[config.mk]
export PLATFORM = sky130hd
export DESIGN_NAME = smt_mem_path
export DESIGN_NICKNAME = d
export VERILOG_FILES = /design/src/smt_mem_pkg.sv /design/src/mem_req_if.sv /design/src/smt_mem_path.sv /design/src/wfi_tracker.sv /design/src/mem_port_switch.sv /design/src/thread_mem_arbiter.sv
export SDC_FILE = /design/constraint.sdc
export NUM_CORES = 1
export LEC_CHECK = 0
export ABC_CLOCK_PERIOD_IN_PS = 3000
export BUFFER_PORTS_ARGS = -buffer_cell sky130_fd_sc_hd__buf_2
export CORE_AREA = 2 2 209 211
export CTS_CLUSTER_SIZE = 14
export DETAILED_ROUTE_END_ITERATION = 8
export DIE_AREA = 0 0 211 213
export PLACE_DENSITY_LB_ADDON = 0.1
export SETUP_SLACK_MARGIN = 0.05
export SLEW_MARGIN = 15
export SYNTH_ARGS = -nofsm -noshare
export SYNTH_HDL_FRONTEND = slang
export SYNTH_SLANG_ARGS = --single-unit
[constraint.sdc]
create_clock -name clk_i -period 3 [get_ports clk_i]
set_input_delay 0.15 -clock clk_i [delete_from_list [all_inputs] [get_ports clk_i]]
set_output_delay 0.15 -clock clk_i [all_outputs]
set_load 0.02 [all_outputs]
[src/smt_mem_pkg.sv]
// --------------------------------------
// Shared sizes, types and state encodings
// for the SMT memory path. Referenced by
// scoped name from the RTL and testbench
// --------------------------------------
package smt_mem_pkg;

    // ----------------------------------------
    // Default sizes
    // ----------------------------------------
    parameter int THREAD_NUM_DEF = 2;   // Hardware threads
    parameter int RT_NUM_DEF     = 2;   // Retire lanes per thread

    parameter int ADDR_W = 32;          // Byte address width
    parameter int DATA_W = 64;          // Memory word width

    // ----------------------------------------
    // Payload types
    // ----------------------------------------
    typedef logic [ADDR_W-1:0] addr_t;
    typedef logic [DATA_W-1:0] data_t;

    // ----------------------------------------
    // State encodings
    // ----------------------------------------
    // Shared by the thread arbiter and the port switch
    typedef enum logic [1:0] {
        IDLE    = 2'd0,     // No grant held
        BUSY    = 2'd1,     // Granted request outstanding
        RELEASE = 2'd2      // Handshake returning to zero
    } arb_state_e;

    // Owner of the external memory port
    typedef enum logic {
        PORT_DATA  = 1'b0,
        PORT_FETCH = 1'b1
    } port_sel_e;

endpackage
[src/mem_req_if.sv]
// --------------------------------------
// Four-phase request channel between the
// arbiter, the port switch and fetch.
// Requester drives req and payload, the
// responder answers with ack and rdata
// --------------------------------------
`timescale 1ns/1ps

interface mem_req_if;

    logic               req;    // Held until ack seen
    logic               ack;    // Held until req drops
    smt_mem_pkg::addr_t addr;
    logic               we;     // 1 for store
    smt_mem_pkg::data_t wdata;
    smt_mem_pkg::data_t rdata;  // Valid while ack high on a read

    modport requester (
        output req,
        output addr,
        output we,
        output wdata,
        input  ack,
        input  rdata
    );

    modport responder (
        input  req,
        input  addr,
        input  we,
        input  wdata,
        output ack,
        output rdata
    );

endinterface

[src/smt_mem_path.sv]
// --------------------------------------
// Top of the SMT memory path. Thread data
// requests and fetch share one memory
// port, and retired WFIs gate dispatch.
// Plain ports only, for the core and TB
// --------------------------------------
`timescale 1ns/1ps

module smt_mem_path #(
    parameter int THREAD_NUM = smt_mem_pkg::THREAD_NUM_DEF,
    parameter int RT_NUM     = smt_mem_pkg::RT_NUM_DEF
) (
    input  logic                                clk_i,
    input  logic                                rst_n_i,
    input  logic                                exception_i,
    // Thread data requests
    input  logic               [THREAD_NUM-1:0] ld_req_i,
    input  logic               [THREAD_NUM-1:0] ld_we_i,
    input  smt_mem_pkg::addr_t [THREAD_NUM-1:0] ld_addr_i,
    input  smt_mem_pkg::data_t [THREAD_NUM-1:0] ld_wdata_i,
    output logic               [THREAD_NUM-1:0] ld_ack_o,
    output smt_mem_pkg::data_t                  ld_rdata_o,
    // Instruction fetch, read only
    input  logic                                if_req_i,
    input  smt_mem_pkg::addr_t                  if_addr_i,
    output logic                                if_ack_o,
    output smt_mem_pkg::data_t                  if_rdata_o,
    // External memory
    output logic                                mem_req_o,
    output logic                                mem_we_o,
    output smt_mem_pkg::addr_t                  mem_addr_o,
    output smt_mem_pkg::data_t                  mem_wdata_o,
    input  logic                                mem_ack_i,
    input  smt_mem_pkg::data_t                  mem_rdata_i,
    // Retire and dispatch control
    input  logic [THREAD_NUM-1:0][RT_NUM-1:0]   rt_valid_i,
    input  logic [THREAD_NUM-1:0][RT_NUM-1:0]   rt_wfi_i,
    output logic [THREAD_NUM-1:0]               dp_en_o
);

    mem_req_if data_if ();   // Arbiter to switch
    mem_req_if fetch_if ();  // Fetch ports to switch

    // Fetch side requester
    assign fetch_if.req   = if_req_i;
    assign fetch_if.addr  = if_addr_i;
    assign fetch_if.we    = 1'b0;   // Fetch never writes
    assign fetch_if.wdata = '0;
    assign if_ack_o       = fetch_if.ack;
    assign if_rdata_o     = fetch_if.rdata;

    thread_mem_arbiter #(
        .THREAD_NUM (THREAD_NUM)
    ) i_thread_arb (
        .clk_i      (clk_i),
        .rst_n_i    (rst_n_i),
        .ld_req_i   (ld_req_i),
        .ld_we_i    (ld_we_i),
        .ld_addr_i  (ld_addr_i),
        .ld_wdata_i (ld_wdata_i),
        .ld_ack_o   (ld_ack_o),
        .ld_rdata_o (ld_rdata_o),
        .data_if    (data_if.requester)
    );

    mem_port_switch i_port_sw (
        .clk_i       (clk_i),
        .rst_n_i     (rst_n_i),
        .data_if     (data_if.responder),
        .fetch_if    (fetch_if.responder),
        .mem_req_o   (mem_req_o),
        .mem_we_o    (mem_we_o),
        .mem_addr_o  (mem_addr_o),
        .mem_wdata_o (mem_wdata_o),
        .mem_ack_i   (mem_ack_i),
        .mem_rdata_i (mem_rdata_i)
    );

    wfi_tracker #(
        .THREAD_NUM (THREAD_NUM),
        .RT_NUM     (RT_NUM)
    ) i_wfi (
        .clk_i       (clk_i),
        .rst_n_i     (rst_n_i),
        .exception_i (exception_i),
        .rt_valid_i  (rt_valid_i),
        .rt_wfi_i    (rt_wfi_i),
        .dp_en_o     (dp_en_o)
    );

endmodule

[src/wfi_tracker.sv]
// --------------------------------------
// Per-thread WFI tracking. A retiring WFI
// stops dispatch at once and a sticky
// flag keeps it stopped until exception
// --------------------------------------
`timescale 1ns/1ps

module wfi_tracker #(
    parameter int THREAD_NUM = smt_mem_pkg::THREAD_NUM_DEF,
    parameter int RT_NUM     = smt_mem_pkg::RT_NUM_DEF
) (
    input  logic                               clk_i,
    input  logic                               rst_n_i,
    input  logic                               exception_i,  // Clears every flag
    input  logic [THREAD_NUM-1:0][RT_NUM-1:0]  rt_valid_i,
    input  logic [THREAD_NUM-1:0][RT_NUM-1:0]  rt_wfi_i,
    output logic [THREAD_NUM-1:0]              dp_en_o
);

    logic [THREAD_NUM-1:0] wfi_retire;  // WFI retiring this cycle
    logic [THREAD_NUM-1:0] wfi_flag_q;  // WFI retired earlier

    // Any valid lane carrying a WFI
    always_comb begin
        for (int unsigned th = 0; th < THREAD_NUM; th++) begin
            wfi_retire[th] = |(rt_valid_i[th] & rt_wfi_i[th]);
        end
    end

    always_ff @(posedge clk_i or negedge rst_n_i) begin
        if (!rst_n_i) begin
            wfi_flag_q <= '0;
        end else if (exception_i) begin
            wfi_flag_q <= '0;                       // Wake all threads
        end else begin
            wfi_flag_q <= wfi_flag_q | wfi_retire;  // Sticky set
        end
    end

    // Low in the retire cycle and after
    assign dp_en_o = ~(wfi_retire | wfi_flag_q);

endmodule

[src/mem_port_switch.sv]
// --------------------------------------
// Shares the external memory port between
// the data channel and instruction fetch.
// Ties go to the side not served last,
// data side first out of reset
// --------------------------------------
`timescale 1ns/1ps

module mem_port_switch (
    input  logic               clk_i,
    input  logic               rst_n_i,
    mem_req_if.responder       data_if,
    mem_req_if.responder       fetch_if,
    output logic               mem_req_o,
    output logic               mem_we_o,
    output smt_mem_pkg::addr_t mem_addr_o,
    output smt_mem_pkg::data_t mem_wdata_o,
    input  logic               mem_ack_i,
    input  smt_mem_pkg::data_t mem_rdata_i
);

    smt_mem_pkg::arb_state_e state_q;
    smt_mem_pkg::arb_state_e state_d;
    smt_mem_pkg::port_sel_e  owner_q;       // Side holding the port
    smt_mem_pkg::port_sel_e  owner_d;
    logic                    last_fetch_q;  // Fetch was served last
    logic                    own_req;
    logic                    busy;

    // ----------------------------------------
    // Owner pick
    // ----------------------------------------
    always_comb begin
        owner_d = owner_q;
        if (data_if.req && fetch_if.req) begin
            // Alternate on collision
            owner_d = last_fetch_q ? smt_mem_pkg::PORT_DATA : smt_mem_pkg::PORT_FETCH;
        end else if (fetch_if.req) begin
            owner_d = smt_mem_pkg::PORT_FETCH;
        end else if (data_if.req) begin
            owner_d = smt_mem_pkg::PORT_DATA;
        end
    end

    // ----------------------------------------
    // Memory side
    // ----------------------------------------
    assign busy    = (state_q != smt_mem_pkg::IDLE);
    assign own_req = (owner_q == smt_mem_pkg::PORT_FETCH) ? fetch_if.req : data_if.req;

    always_comb begin
        mem_req_o = 1'b0;
        case (state_q)
            smt_mem_pkg::BUSY:    mem_req_o = own_req;
            smt_mem_pkg::RELEASE: mem_req_o = own_req && mem_ack_i;   // Drop stays dropped
            default:              mem_req_o = 1'b0;
        endcase
    end

    always_comb begin
        if (owner_q == smt_mem_pkg::PORT_FETCH) begin
            mem_we_o    = fetch_if.we;
            mem_addr_o  = fetch_if.addr;
            mem_wdata_o = fetch_if.wdata;
        end else begin
            mem_we_o    = data_if.we;
            mem_addr_o  = data_if.addr;
            mem_wdata_o = data_if.wdata;
        end
    end

    // Ack and read data routed to the owner only
    assign data_if.ack    = busy && (owner_q == smt_mem_pkg::PORT_DATA) && mem_ack_i;
    assign fetch_if.ack   = busy && (owner_q == smt_mem_pkg::PORT_FETCH) && mem_ack_i;
    assign data_if.rdata  = (owner_q == smt_mem_pkg::PORT_DATA) ? mem_rdata_i : '0;
    assign fetch_if.rdata = (owner_q == smt_mem_pkg::PORT_FETCH) ? mem_rdata_i : '0;

    // ----------------------------------------
    // FSM
    // ----------------------------------------
    always_comb begin
        state_d = state_q;
        case (state_q)
            smt_mem_pkg::IDLE:    if (data_if.req || fetch_if.req) state_d = smt_mem_pkg::BUSY;
            smt_mem_pkg::BUSY:    if (mem_ack_i) state_d = smt_mem_pkg::RELEASE;
            smt_mem_pkg::RELEASE: if (!mem_req_o && !mem_ack_i) state_d = smt_mem_pkg::IDLE;
            default:              state_d = smt_mem_pkg::IDLE;
        endcase
    end

    always_ff @(posedge clk_i or negedge rst_n_i) begin
        if (!rst_n_i) begin
            state_q      <= smt_mem_pkg::IDLE;
            owner_q      <= smt_mem_pkg::PORT_DATA;
            last_fetch_q <= 1'b1;                   // Data wins the first tie
        end else begin
            state_q <= state_d;
            if (state_q == smt_mem_pkg::IDLE) begin
                owner_q <= owner_d;
            end
            if (state_q == smt_mem_pkg::RELEASE && state_d == smt_mem_pkg::IDLE) begin
                last_fetch_q <= (owner_q == smt_mem_pkg::PORT_FETCH);
            end
        end
    end

endmodule

[src/thread_mem_arbiter.sv]
// --------------------------------------
// Round-robin arbiter of per-thread data
// requests onto the single data channel.
// Grant is held for the whole four-phase
// exchange and rotates after each one
// --------------------------------------
`timescale 1ns/1ps

module thread_mem_arbiter #(
    parameter int THREAD_NUM = smt_mem_pkg::THREAD_NUM_DEF
) (
    input  logic                                clk_i,
    input  logic                                rst_n_i,
    input  logic               [THREAD_NUM-1:0] ld_req_i,
    input  logic               [THREAD_NUM-1:0] ld_we_i,
    input  smt_mem_pkg::addr_t [THREAD_NUM-1:0] ld_addr_i,
    input  smt_mem_pkg::data_t [THREAD_NUM-1:0] ld_wdata_i,
    output logic               [THREAD_NUM-1:0] ld_ack_o,
    output smt_mem_pkg::data_t                  ld_rdata_o,   // Shared, qualified by ack
    mem_req_if.requester                        data_if
);

    localparam int IDX_W = (THREAD_NUM > 1) ? $clog2(THREAD_NUM) : 1;

    smt_mem_pkg::arb_state_e state_q;
    smt_mem_pkg::arb_state_e state_d;
    logic [IDX_W-1:0]        gnt_q;     // Thread owning the channel
    logic [IDX_W-1:0]        gnt_d;
    logic [IDX_W-1:0]        last_q;    // Thread served last
    logic                    any_req;
    logic                    sel_req;

    // ----------------------------------------
    // Round-robin pick
    // ----------------------------------------
    // Search starts one past the last served thread
    always_comb begin
        int unsigned idx;
        gnt_d   = gnt_q;
        any_req = 1'b0;
        for (int unsigned i = 1; i <= THREAD_NUM; i++) begin
            idx = (last_q + i) % THREAD_NUM;
            if (!any_req && ld_req_i[idx]) begin
                gnt_d   = idx[IDX_W-1:0];
                any_req = 1'b1;
            end
        end
    end

    // ----------------------------------------
    // Forwarding onto the data channel
    // ----------------------------------------
    assign sel_req = ld_req_i[gnt_q];

    always_comb begin
        data_if.req = 1'b0;                                 // Nothing forwarded in IDLE
        case (state_q)
            smt_mem_pkg::BUSY:    data_if.req = sel_req;
            smt_mem_pkg::RELEASE: data_if.req = sel_req && data_if.ack;  // No re-request
            default:              data_if.req = 1'b0;
        endcase
    end

    assign data_if.addr  = ld_addr_i[gnt_q];
    assign data_if.we    = ld_we_i[gnt_q];
    assign data_if.wdata = ld_wdata_i[gnt_q];

    // Ack goes back to the granted thread only
    always_comb begin
        ld_ack_o = '0;
        if (state_q != smt_mem_pkg::IDLE) begin
            ld_ack_o[gnt_q] = data_if.ack;
        end
    end

    assign ld_rdata_o = data_if.rdata;

    // ----------------------------------------
    // FSM
    // ----------------------------------------
    always_comb begin
        state_d = state_q;
        case (state_q)
            smt_mem_pkg::IDLE:    if (any_req) state_d = smt_mem_pkg::BUSY;
            smt_mem_pkg::BUSY:    if (data_if.ack) state_d = smt_mem_pkg::RELEASE;
            smt_mem_pkg::RELEASE: if (!data_if.req && !data_if.ack) state_d = smt_mem_pkg::IDLE;
            default:              state_d = smt_mem_pkg::IDLE;
        endcase
    end

    always_ff @(posedge clk_i or negedge rst_n_i) begin
        if (!rst_n_i) begin
            state_q <= smt_mem_pkg::IDLE;
            gnt_q   <= '0;
            last_q  <= IDX_W'(THREAD_NUM - 1);  // Thread 0 first after reset
        end else begin
            state_q <= state_d;
            if (state_q == smt_mem_pkg::IDLE && any_req) begin
                gnt_q <= gnt_d;                 // Latched once per exchange
            end
            if (state_q == smt_mem_pkg::RELEASE && state_d == smt_mem_pkg::IDLE) begin
                last_q <= gnt_q;
            end
        end
    end

endmodule

==> implementation parameters, run 1 <==
Parameter                              Value

Die
  Row cnt ... 76
  Overall die area ... 0.04494 mm^2
  Die outline height ... 213 um
  Effective utilization at floorplan ... 0.07397
  Floorplan core area ... 0.04270 mm^2
  Number of top-level pins ... 536
  Die width ... 211 um

Timing
  Unrepaired setup endpoints after global routing ... no
  Worst-margin pin slew ... 0.7317 ns
  Count of final max-slew check failures ... 0
  Normalized max-slew margin ... 0.5122
  Endpoints failing hold ... 0
  Post-route clock period utilization ... 0.7654
  Final-report setup violation count ... 0
  Crit path time final ... 2.296 ns
  Setup Total Neg Slack ... 0 ns
  Top achievable clock speed ... 435.5 MHz
  Min Hold Slack ... 0.08392 ns
  Worst clock skew ... 0.001286 ns

Routing
  Via count normalized by instance count ... 3.265
  Detailed router's first-iteration violation count ... 204
  Routed Wire Length ... 20,490 um
  Met3 wire length ... 1493 um
  Top sig layer ... met5
  Post-detailed-route DRC marker count ... 0
  Antenna viol nets, final ... 0
  Metal1 wirelength ... 7606 um
  DR pass1 iterations ... 4
  WL met2 ... 11,310 um
  Average routed wire per standard cell ... 13.55 um
  Vias ... 4,936

Power
  Combinational group share of total power ... 0.888
  Worst supply voltage drop on vdd ... 448.9 uV
  Cell internal pwr ... 1982 uW
  Total power ... 4911 uW
  Switching power of the nets ... 2929 uW
  P per Cell Area ... 752.6 mW/mm^2
  Fraction of power spent switching nets ... 0.5964
  Fraction of power consumed by the clock network ... 0.050
  Part of the power in registers ... 0.062
  Pleak ... 0.003879 uW

Worst setup path
  Worst reg2reg path endpoint ... i_port_sw.last_fetch_q$_DFFE_PN1P_
  Reg-to-reg slack, setup ... 0.82 ns
  Worst flop-to-flop path startpoint ... i_port_sw.state_q[1]$_DFF_PN0_
  Top fanout value on the critical path ... 8
  Crit path arrival time ... 2.15 ns
  Req. time, crit path ... 2.85 ns
  Critical path launch point type ... flop
  Crit path from ... i_port_sw.state_q[1]$_DFF_PN0_
  CP Capture Type ... output pin
  Category of the most critical setup path ... flop to output pin
  Number of cells on the worst reg-to-reg path ... 7

Clock tree
  Post-CTS sizing ... 0
  CTS Root Cell ... clkbuf_16
  Number of buffers added for setup after CTS ... 0
  Num CTS Buffers ... 3
  Number of sinks handled by clock tree synthesis ... 10
  Maximum clock path buffer count ... 2
  Post-CTS Hold Fix Bufs ... 1
  Clock insertion delay at the later pin of the skew report ... 0.24 ns
  Clock slew at the register clock pins of the worst setup and hold paths ... 0.04 ns
  H-tree level count ... 1
  Clock tree from TritonCTS ... done

Global routing
  Global route overflow ... 0
  Initial antenna violation count ... 3
  Global routing usage summed across all routing layers ... 0.07873
  First-pass GRT wire length ... 27,180 um
  Largest net degree at the start of global routing ... 178
  Number of global-route vias before repair ... 4,398

Cells and area
  Highest-count cells in the layout ignoring fill and taps ... 535 x buf_2, 97 x mux2i_1, 71 x nor2_1, 64 x nor2b_1, 64 x and2_1
  Multi-input gate area ... 0.002730 mm^2
  Number of filler cells placed in the layout ... 4,953
  Share of layout cells above drive strength 1 ... 0.5772
  Area added between synthesis and finish ... 106.6%
  Sequential cell area ... 260.3 um^2
  Most common cell after layout, fill and taps aside ... buf_2
  Fin nets ... 1,279
  Final Non-Filler Cells ... 1,512

Logic synthesis
  Synth Warn # ... 0
  Synth Register Bits ... 10
  Mean Syn Cell Area ... 6.850 um^2
  Number of flops mapped to enable cells by yosys ... 0
  Async SR Flop Fraction ... 1.000
  Area of the mapped netlist ... 0.003158 mm^2
  Main synth FF type ... dfrtp_1
  Proportion of synthesized chip area in sequential cells ... 0.08003
  Yosys cell types ... 34
  Post-synthesis instance total ... 461
  Post-synthesis net count ... 774

Min path
  Source of the worst hold timing path ... exception_i
  Hold Path Cell Cnt ... 2
  Worst Hold Class ... input port to flop
  Endpoint with the worst hold slack ... i_wfi.wfi_flag_q[0]$_DFF_PN0_

Job
  Count of maximum capacitance violations ... 0

Run status
  Run status ... finished, final reports clean

Placement
  Final weighted congestion in routability-driven placement ... 0.7383
  PortBufs ... 535
  HPWL after DPL ... 17,640 um
  Cell count after placement ... 1,506
kinds of logic after synthesis:
family | Yosys count | share of synthesized area
buffers and inverters | 44 | 0.05546
DFF | 10 | 0.08003
and+or+nand+nor | 242 | 0.4045
AOI/OAI and AO/OA | 56 | 0.1054
adders and majority gates | 8 | 0.03170
muxes | 101 | 0.3229
layout make-up:
| type | count | share of cell area |
|---|---|---|
| repair buffers | 540 | 0.4222 |
| clock buffers | 4 | 0.01208 |
| diodes | 1 | 0.0003835 |
| inverters | 4 | 0.002301 |
| multi-input cells | 407 | 0.4184 |
| flip-flops and latches | 10 | 0.03988 |
| well taps | 546 | 0.1047 |
power groups by stage:
stage          Sequential [uW]  Clock [uW]  Combinational (uW)
2_1_floorplan              228           0                3000
3_3_place_gp               317           0                4520
3_5_place_dp               319           0                4450
4_1_cts                    317         255                4470
5_1_grt                    324         259                4740
6_report                   305         244                4360
routing by layer:
metal | global-route usage | vias up
li1 | - | 2543
met1 | 0.08859 | 2156
met2 | 0.1580 | 225
met3 | 0.01500 | 10
met4 | 0.004614 | 2
met5 | 0 | -
cells in the mapped netlist (all sizes together) (3+ instances only):
master   n  share of area
clkbuf  29          0.034
and2    64           0.13
a211oi   3          0.010
a21oi    8          0.014
mux2i   97           0.31
ha       8          0.032
buf     11          0.016
nand2   33          0.039
nor2b   64           0.13
dfrtp    8          0.063
inv      4         0.0048
mux2     4          0.015
o21ai   35          0.055
nor2    71          0.084
nor3b    4          0.011
sequential cells by signal (all words and copies together) (netlist names):
register / cells
i_wfi.wfi_flag_q: 2
i_port_sw.state_q: 2
i_thread_arb.state_q: 2
i_thread_arb.gnt_q: 1
i_port_sw.owner_q: 1
i_port_sw.last_fetch_q: 1
i_thread_arb.last_q: 1
through the flow:
stage	area, um^2	utilization	setup slack, ns
CTS	6523	0.1528	0.6777
global route	6523	0.1528	0.5447
finish	6525	0.1528	0.7037
detailed placement	6434	0.1507	0.8035
global placement	6434	0.1507	0.7528
floorplan	3158	-	0.9862
critical path: stages (launching register included):
cell,delay (ns)
dfrtp_1,0.42
inv_1,0.09
ha_1,0.28
and4bb_2,0.39
o211ai_1,0.13
nor2_1,0.11
a21oi_1,0.05
nor3b_1,0.22
buf_2,0.22
worst max-delay path by stage:
| stage | to | slack [ns] | cells after the start |
|---|---|---|---|
| after detailed placement | i_port_sw.last_fetch_q$_DFFE_PN1P_ | 0.80 | 7 |
| after floorplan | mem_req_o | 0.99 | 7 |
| after global routing | mem_req_o | 0.54 | 8 |
| after global placement | i_port_sw.last_fetch_q$_DFFE_PN1P_ | 0.75 | 7 |
| after CTS | mem_req_o | 0.68 | 8 |
| final | mem_req_o | 0.70 | 8 |
Power figures use the tool's default switching activity.
==> run 2: changes to the inputs <==
--- a/config.mk
+++ b/config.mk
@@ -5,7 +5,7 @@
 export SDC_FILE = /design/constraint.sdc
 export NUM_CORES = 1
 export LEC_CHECK = 0
-export ABC_CLOCK_PERIOD_IN_PS = 3000
+export ABC_CLOCK_PERIOD_IN_PS = 2090
 export BUFFER_PORTS_ARGS = -buffer_cell sky130_fd_sc_hd__buf_2
 export CORE_AREA = 2 2 209 211
 export CTS_CLUSTER_SIZE = 14
==> constraint.sdc (replaced) <==
create_clock -name clk_i -period 2.09 [get_ports clk_i]
set_input_delay 0.1045 -clock clk_i [delete_from_list [all_inputs] [get_ports clk_i]]
set_output_delay 0.1045 -clock clk_i [all_outputs]
set_load 0.02 [all_outputs]
==> implementation parameters, run 2 (synthesis results as in run 1) <==
Parameter                              Value

Cells and area
  Highest-count cells in the layout ignoring fill and taps ... 534 x buf_2, 97 x mux2i_1, 71 x nor2_1, 64 x nor2b_1, 64 x and2_1 (was 535 x buf_2, 97 x mux2i_1, 71 x nor2_1, 64 x nor2b_1, 64 x and2_1)
  Share of layout cells above drive strength 1 ... 0.5897 (was 0.5772)
  Area added between synthesis and finish ... 111.7% (was 106.6%)
  Number of filler cells placed in the layout ... 4,969 (was 4,953)
  Count of inserted antenna diode cells ... 0 (was 1)
  Biggest regs ... i_port_sw.state_q (2), i_thread_arb.state_q (2), i_wfi.wfi_flag_q (2) (unchanged)
  Fin nets ... 1,289 (was 1,279)
  Most common cell after layout, fill and taps aside ... buf_2 (unchanged)
  Multi-input gate area ... 0.002758 mm^2 (was 0.002730 mm^2)
  Sequential cell area ... 260.3 um^2 (unchanged)

Routing
  Average routed wire per standard cell ... 14.03 um (was 13.55 um)
  DR pass1 iterations ... 4 (unchanged)
  Via count normalized by instance count ... 3.298 (was 3.265)
  Antenna viol nets, final ... 0 (unchanged)
  Detailed router's first-iteration violation count ... 169 (was 204)
  Vias ... 5,017 (was 4,936)
  Routed Wire Length ... 21,340 um (was 20,490 um)
  Post-detailed-route DRC marker count ... 0 (unchanged)

Timing
  Min Hold Slack ... 0.03799 ns (was 0.08392 ns)
  Crit path time final ... 1.960 ns
  Worst-margin pin slew ... 0.6878 ns (was 0.7317 ns)
  Count of final max-slew check failures ... 0 (unchanged)
  Final-report setup violation count ... 0 (unchanged)
  Normalized max-slew margin ... 0.5415 (was 0.5122)
  Post-route clock period utilization ... 0.9376
  Worst clock skew ... 0.0007587 ns (was 0.001286 ns)
  Unrepaired setup endpoints after global routing ... yes (was no)
  Top achievable clock speed ... 510.3 MHz
  Endpoints failing hold ... 0 (unchanged)

Worst setup path
  Critical path launch point type ... flop (unchanged)
  Gate family responsible for the most delay along the worst path ... simple AND/OR/NAND/NOR gates (unchanged)
  Req. time, crit path ... 1.99 ns (was 2.85 ns)
  Logic depth of the worst path, buffers included ... 8 (unchanged)
  CP Capture Type ... output pin (unchanged)
  Reg-to-reg slack, setup ... 0.14 ns (was 0.82 ns)
  Category of the most critical setup path ... flop to output pin (unchanged)
  Bufs and invs on worst path ... 2 (unchanged)
  Crit path arrival time ... 1.86 ns (was 2.15 ns)
  Cell at the slowest stage of the critical path ... dfrtp_1 (unchanged)
  Worst flop-to-flop path startpoint ... i_port_sw.state_q[0]$_DFF_PN0_ (was i_port_sw.state_q[1]$_DFF_PN0_)
  Number of cells on the worst reg-to-reg path ... 7 (unchanged)
  Biggest cell delay along the critical path ... 0.35 ns (was 0.42 ns)
  Worst-path cell chain ... inv_2 -> ha_4 -> and4bb_2 -> o211ai_1 -> nor2_1 -> a21oi_2 -> nor3b_2 -> buf_4 (was inv_1 -> ha_1 -> and4bb_2 -> o211ai_1 -> nor2_1 -> a21oi_1 -> nor3b_1 -> buf_2)
  Worst reg2reg path endpoint ... i_port_sw.last_fetch_q$_DFFE_PN1P_ (unchanged)
  Top fanout value on the critical path ... 3 (was 8)

Global routing
  Number of global-route vias before repair ... 4,593 (was 4,398)
  Largest net degree at the start of global routing ... 179 (was 178)
  Grt met3 use ... 0.01206 (was 0.01500)
  Grt met2 use ... 0.1645 (was 0.1580)
  Global route overflow ... 0 (unchanged)
  Met1 Resource Use GR ... 0.08795 (was 0.08859)
  Global routing usage summed across all routing layers ... 0.07951 (was 0.07873)
  First-pass GRT wire length ... 27,510 um (was 27,180 um)
  Most congested layer reported by global routing ... met2 (unchanged)
  Initial antenna violation count ... 1 (was 3)

Clock tree
  Clock slew at the register clock pins of the worst setup and hold paths ... 0.04 ns (about the same)
  Num CTS Buffers ... 3 (unchanged)
  Clock insertion delay at the later pin of the skew report ... 0.24 ns (about the same)
  H-tree level count ... 1 (unchanged)
  Clock tree from TritonCTS ... done (unchanged)
  Maximum clock path buffer count ... 2 (unchanged)
  Number of sinks handled by clock tree synthesis ... 10 (unchanged)
  CTS Root Cell ... clkbuf_16 (unchanged)

Placement
  HPWL after DPL ... 17,750 um (was 17,640 um)
  Final weighted congestion in routability-driven placement ... 0.7604 (was 0.7383)
  PortBufs ... 535 (unchanged)

Power
  Switching power of the nets ... 4361 uW (was 2929 uW)
  Combinational group share of total power ... 0.898 (was 0.888)
  Total power ... 7449 uW (was 4911 uW)
  Cell internal pwr ... 3088 uW (was 1982 uW)
  Fraction of power consumed by the clock network ... 0.051 (was 0.050)
  Fraction of power spent switching nets ... 0.5855 (was 0.5964)
  Part of the power in registers ... 0.051 (was 0.062)
  Worst supply voltage drop on vdd ... 663.0 uV (was 448.9 uV)
  P per Cell Area ... 1114 mW/mm^2 (was 752.6 mW/mm^2)
  Pleak ... 0.003958 uW (was 0.003879 uW)

Min path
  Source of the worst hold timing path ... exception_i (unchanged)
  Hold Path Cell Cnt ... 2 (unchanged)
  Endpoint with the worst hold slack ... i_wfi.wfi_flag_q[0]$_DFF_PN0_ (unchanged)
  Worst Hold Class ... input port to flop (unchanged)

Die
  Effective utilization at floorplan ... 0.07397 (unchanged)
  Row cnt ... 76 (unchanged)
  Number of top-level pins ... 536 (unchanged)
  Floorplan core area ... 0.04270 mm^2 (unchanged)
  Die outline height ... 213 um (unchanged)
  Overall die area ... 0.04494 mm^2 (unchanged)
  Die width ... 211 um (unchanged)

Job
  Count of maximum capacitance violations ... 0 (unchanged)

Run status
  Run status ... finished, final reports clean (unchanged)
-- run 2: metrics by stage --
| stage | util | setup TNS (ns) | cell area (um^2) | cells | worst slack, ns |
|---|---|---|---|---|---|
| floorplan | - | 0 | 3158 | 461 | 0.1007 |
| global placement | 0.1522 | 0 | 6499 | 1513 | 0.07048 |
| detailed placement | 0.1522 | 0 | 6499 | 1513 | 0.1029 |
| CTS | 0.1547 | 0 | 6606 | 1518 | 0.01302 |
| global route | 0.1566 | -0.01981 | 6686 | 1521 | -0.01981 |
| finish | 0.1566 | 0 | 6686 | 1521 | 0.1303 |
-- run 2: cell type report --
| class | instances | share of cell area |
|---|---|---|
| Tap cell | 546 | 0.1022 |
| Inverter | 4 | 0.002246 |
| Multi-Input combinational cell | 407 | 0.4124 |
| Clock buffer | 4 | 0.01329 |
| Timing Repair Buffer | 550 | 0.4310 |
| Sequential cell | 10 | 0.03892 |
-- run 2: worst max path at each step --
| stage | startpoint | end |
|---|---|---|
| CTS | i_port_sw.state_q[0]$_DFF_PN0_ | mem_req_o |
| global placement | i_port_sw.state_q[0]$_DFF_PN0_ | i_port_sw.last_fetch_q$_DFFE_PN1P_ |
| finish | i_port_sw.state_q[1]$_DFF_PN0_ | mem_req_o |
| global route | i_port_sw.state_q[1]$_DFF_PN0_ | mem_req_o |
| detailed placement | i_port_sw.state_q[0]$_DFF_PN0_ | i_port_sw.last_fetch_q$_DFFE_PN1P_ |
| floorplan | i_port_sw.state_q[0]$_DFF_PN0_ | i_thread_arb.last_q$_DFFE_PN1P_ |
-- run 2: power by group through the flow --
stage	clock network [uW]	logic (uW)	registers (uW)
floorplan	0	4310	327
global placement	0	6720	358
detailed placement	0	6650	358
CTS	397	6660	355
global route	410	7270	392
finish	382	6690	377
-- run 2: worst register-to-register path: cells and delay by family (launching register included) --
| kind | cells | cell delay [ns] |
|---|---|---|
| buffers and inverters | 1 | 0.15 |
| muxes | 2 | 0.63 |
| DFF | 1 | 0.38 |
| AOI/OAI and AO/OA | 3 | 0.48 |
| adders and majority gates | 1 | 0.24 |
-- run 2: metal layers --
| layer | share of wire | wire length [um] | vias up |
|---|---|---|---|
| met4 | 0.0023 | 49 | 2 |
| met2 | 0.55 | 11770 | 221 |
| li1 | - | - | 2560 |
| met3 | 0.060 | 1290 | 6 |
| met1 | 0.38 | 8212 | 2228 |
| met5 | 0.00061 | 13 | - |
-- run 2: repair_timing --
action                                  CTS  global route
buffers inserted                          0             2
hold buffers                              1             0
resized for setup                         2            10
endpoints found under the setup margin   19            20
cloned                                    0             1
pin swaps                                 0             5
hold endpoints to repair                  8             0
==> run 3: changes to the inputs <==
--- a/config.mk
+++ b/config.mk
@@ -7,13 +7,14 @@
 export LEC_CHECK = 0
 export ABC_CLOCK_PERIOD_IN_PS = 2090
 export BUFFER_PORTS_ARGS = -buffer_cell sky130_fd_sc_hd__buf_2
-export CORE_AREA = 2 2 209 211
+export CORE_AREA = 2 2 211 213
 export CTS_CLUSTER_SIZE = 14
 export DETAILED_ROUTE_END_ITERATION = 8
-export DIE_AREA = 0 0 211 213
+export DIE_AREA = 0 0 213 215
 export PLACE_DENSITY_LB_ADDON = 0.1
 export SETUP_SLACK_MARGIN = 0.05
 export SLEW_MARGIN = 15
 export SYNTH_ARGS = -nofsm -noshare
 export SYNTH_HDL_FRONTEND = slang
+export SYNTH_HIERARCHICAL = 1
 export SYNTH_SLANG_ARGS = --single-unit
==> implementation parameters, run 3 <==
Parameter                              Value

Global routing
  Global route overflow ... 0 (unchanged)
  Number of global-route vias before repair ... 5,142 (was 4,593)
  Initial antenna violation count ... 1 (unchanged)
  Largest net degree at the start of global routing ... 91 (was 179)
  Global routing usage summed across all routing layers ... 0.08679 (was 0.07951)
  First-pass GRT wire length ... 30,670 um (was 27,510 um)

Cells and area
  Most common cell after layout, fill and taps aside ... buf_2 (unchanged)
  Number of filler cells placed in the layout ... 5,020 (was 4,969)
  Highest-count cells in the layout ignoring fill and taps ... 534 x buf_2, 126 x mux2_2, 68 x mux2_1, 66 x nor2b_1, 65 x conb_1 (was 534 x buf_2, 97 x mux2i_1, 71 x nor2_1, 64 x nor2b_1, 64 x and2_1)
  Biggest regs ... i_port_sw/state_q (2), i_thread_arb/state_q (2), i_wfi/wfi_flag_q (2) (was i_port_sw.state_q (2), i_thread_arb.state_q (2), i_wfi.wfi_flag_q (2))
  Share of layout cells above drive strength 1 ... 0.7032 (was 0.5897)
  Fin area ... 0.007851 mm^2 (was 0.006686 mm^2)
  Fin nets ... 1,328 (was 1,289)
  Post-route core utilization ... 0.1799 (was 0.1566)
  Area added between synthesis and finish ... 81.20% (was 111.7%)

Worst setup path
  Crit path arrival time ... 2.24 ns (was 1.86 ns)
  Category of the most critical setup path ... flop to flop (was flop to output pin)
  Critical path launch point type ... flop (unchanged)
  CP Capture Type ... flop (was output pin)
  Number of cells on the worst reg-to-reg path ... 10 (was 7)
  Req. time, crit path ... 2.25 ns (was 1.99 ns)
  Top fanout value on the critical path ... 3 (unchanged)

Logic synthesis
  Leading area contributor after synthesis ... mux2_2 (was mux2i_1)
  Area of the mapped netlist ... 0.004333 mm^2 (was 0.003158 mm^2)
  Commonest cells post-synth ... 126 x mux2_2, 68 x mux2_1, 66 x nor2b_1 (was 97 x mux2i_1, 71 x nor2_1, 64 x and2_1, 64 x nor2b_1, 35 x o21ai_0)
  Synth Register Bits ... 10 (unchanged)
  Number of flops mapped to enable cells by yosys ... 0 (unchanged)
  Synth Warn # ... 6 (was 0)
  Main synth FF type ... dfrtp_1 (unchanged)
  Proportion of synthesized chip area in sequential cells ... 0.05833 (was 0.08003)
  Top cells by area in the synthesized netlist ... mux2_2 33%, mux2_1 18%, buf_4 11% (was mux2i_1 31%, and2_1 13%, nor2b_1 13%)
  Count leader, synth ... mux2_2 (was mux2i_1)
  Post-synthesis instance total ... 486 (was 461)
  Yosys cell types ... 30 (was 34)
  Mean Syn Cell Area ... 8.915 um^2 (was 6.850 um^2)
  Async SR Flop Fraction ... 1.000 (unchanged)
  Area share of the leading cell type in the synthesized netlist ... 0.3275 (was 0.3074)

Routing
  Via count normalized by instance count ... 3.221 (was 3.298)
  Detailed router's first-iteration violation count ... 71 (was 169)
  Average routed wire per standard cell ... 13.68 um (was 14.03 um)
  Antenna viol nets, final ... 0 (unchanged)
  Vias ... 5,176 (was 5,017)
  Routed Wire Length ... 21,990 um (was 21,340 um)
  DR pass1 iterations ... 4 (unchanged)
  Post-detailed-route DRC marker count ... 0 (unchanged)

Die
  Overall die area ... 0.04580 mm^2 (was 0.04494 mm^2)
  Row cnt ... 77 (was 76)
  Die width ... 213 um (was 211 um)
  Number of top-level pins ... 536 (unchanged)
  Die outline height ... 215 um (was 213 um)
  Effective utilization at floorplan ... 0.09928 (was 0.07397)
  Floorplan core area ... 0.04364 mm^2 (was 0.04270 mm^2)

Timing
  Endpoints failing hold ... 0 (unchanged)
  Worst clock skew ... 0.003523 ns (was 0.0007587 ns)
  Count of final max-slew check failures ... 0 (unchanged)
  Setup Total Neg Slack ... 0 ns (unchanged)
  Top achievable clock speed ... 482.0 MHz (was 510.3 MHz)
  Unrepaired setup endpoints after global routing ... yes (unchanged)
  Min Hold Slack ... 0.03724 ns (was 0.03799 ns)
  Post-route clock period utilization ... 0.9927 (was 0.9376)
  Final-report setup violation count ... 0 (unchanged)
  Crit path time final ... 2.075 ns (was 1.960 ns)

Clock tree
  CTS Root Cell ... clkbuf_16 (unchanged)
  Maximum clock path buffer count ... 2 (unchanged)
  Clock tree from TritonCTS ... done (unchanged)
  Clock insertion delay at the later pin of the skew report ... 0.23 ns (was 0.24 ns)
  Num CTS Buffers ... 3 (unchanged)
  H-tree level count ... 1 (unchanged)
  Number of sinks handled by clock tree synthesis ... 10 (unchanged)
  Clock slew at the register clock pins of the worst setup and hold paths ... 0.04 ns (about the same)

Power
  Worst supply voltage drop on vdd ... 476.1 uV (was 663.0 uV)
  Total power ... 8076 uW (was 7449 uW)
  P per Cell Area ... 1029 mW/mm^2 (was 1114 mW/mm^2)
  Pleak ... 0.004035 uW (was 0.003958 uW)

Min path
  Worst Hold Class ... input port to flop (unchanged)
  Hold Path Cell Cnt ... 2 (unchanged)

Job
  Count of maximum capacitance violations ... 0 (unchanged)

Run status
  Run status ... finished, final reports clean (unchanged)

Placement
  HPWL after DPL ... 18,350 um (was 17,750 um)
  PortBufs ... 535 (unchanged)
  Area post-placement ... 0.007546 mm^2 (was 0.006499 mm^2)
  Final weighted congestion in routability-driven placement ... 0.7679 (was 0.7604)
[run 3: cell count changes after synthesis, sizes merged, moves of 4 or more]
cell,delta
buf,+76
a21oi,-4
nor2,-67
mux2,+192
o21ai,-33
nand2,-29
clkbuf,-15
mux2i,-95
[run 3: what timing repair did]
item	CTS	global route
setup endpoints to repair	64	39
hold buffers	1	0
pin swaps	7	6
gates resized for setup	11	3
hold endpoints to repair	9	0
setup buffers	3	2
cloned	2	2
[run 3: power by group]
part	leakage, uW	switching [uW]	internal, uW
Combinational	0.00387	4060	3290
Clock	0.0000442	87.5	288
Sequential	0.000118	62.7	288
Total	0.00404	4210	3860
[run 3: cell families (layout without fill, tap and decap cells)]
| family | after synthesis | count (layout) | synth area share |
|---|---|---|---|
| muxes | 198 | 198 | 0.5157 |
| and+or+nand+nor | 148 | 148 | 0.2146 |
| buffers and inverters | 105 | 569 | 0.1530 |
| AOI/OAI and AO/OA | 16 | 16 | 0.03436 |
| DFF | 10 | 10 | 0.05833 |
| adders and majority gates | 8 | 8 | 0.02310 |
| other | 1 | 66 | 0.0008655 |
[run 3: path summary, 6_finish.rpt]
check | slack (ns) | startpoint | to
worst max register to register | 0.02 | i_port_sw/state_q[0]$_DFF_PN0_ | i_port_sw/last_fetch_q$_DFFE_PN1P_
worst min register to register | 0.51 | i_wfi/wfi_flag_q[0]$_DFF_PN0_ | i_wfi/wfi_flag_q[0]$_DFF_PN0_
min in group asynchronous | 0.28 | rst_n_i | i_wfi/wfi_flag_q[0]$_DFF_PN0_
max in group asynchronous | 1.53 | rst_n_i | i_thread_arb/last_q$_DFFE_PN1P_
worst max-delay path | 0.02 | i_port_sw/state_q[0]$_DFF_PN0_ | i_port_sw/last_fetch_q$_DFFE_PN1P_
worst min-delay path | 0.04 | exception_i | i_wfi/wfi_flag_q[0]$_DFF_PN0_
[run 3: critical path, cell delays in order, from the launching register on]
cell     delay (ns)
dfrtp_1        0.35
inv_2          0.06
ha_4           0.16
nor3b_4        0.21
a21oi_2        0.10
nor3b_4        0.24
nor2_1         0.07
a32oi_1        0.21
a21oi_2        0.09
nor3b_2        0.20
mux2_4         0.31
[run 3: routing by layer]
| layer | part of all wire | wire length [um] | GRT usage |
|---|---|---|---|
| met2 | 0.55 | 12090 | 0.1771 |
| met4 | 0.0032 | 70 | 0.006527 |
| met1 | 0.38 | 8315 | 0.09591 |
| met3 | 0.069 | 1518 | 0.01228 |
| met5 | 0 | 0 | 0 |
[run 3: layout make-up]
class / count / area, um^2 / share of cell area
clock buffers: 4 / 88.84 / 0.01131
inverters: 4 / 15.01 / 0.001912
diodes: 1 / 2.502 / 0.0003187
well taps: 592 / 740.7 / 0.09434
multi-input cells: 435 / 3701 / 0.4714
flip-flops and latches: 10 / 260.3 / 0.03315
repair buffers: 561 / 3043 / 0.3876
[run 3: per-stage QoR]
step	cells	worst slack [ns]
after floorplan	550	-0.1847
after global placement	1592	-0.1012
after detailed placement	1592	-0.1064
after CTS	1602	-0.08430
after global routing	1607	-0.1690
final	1607	0.01519
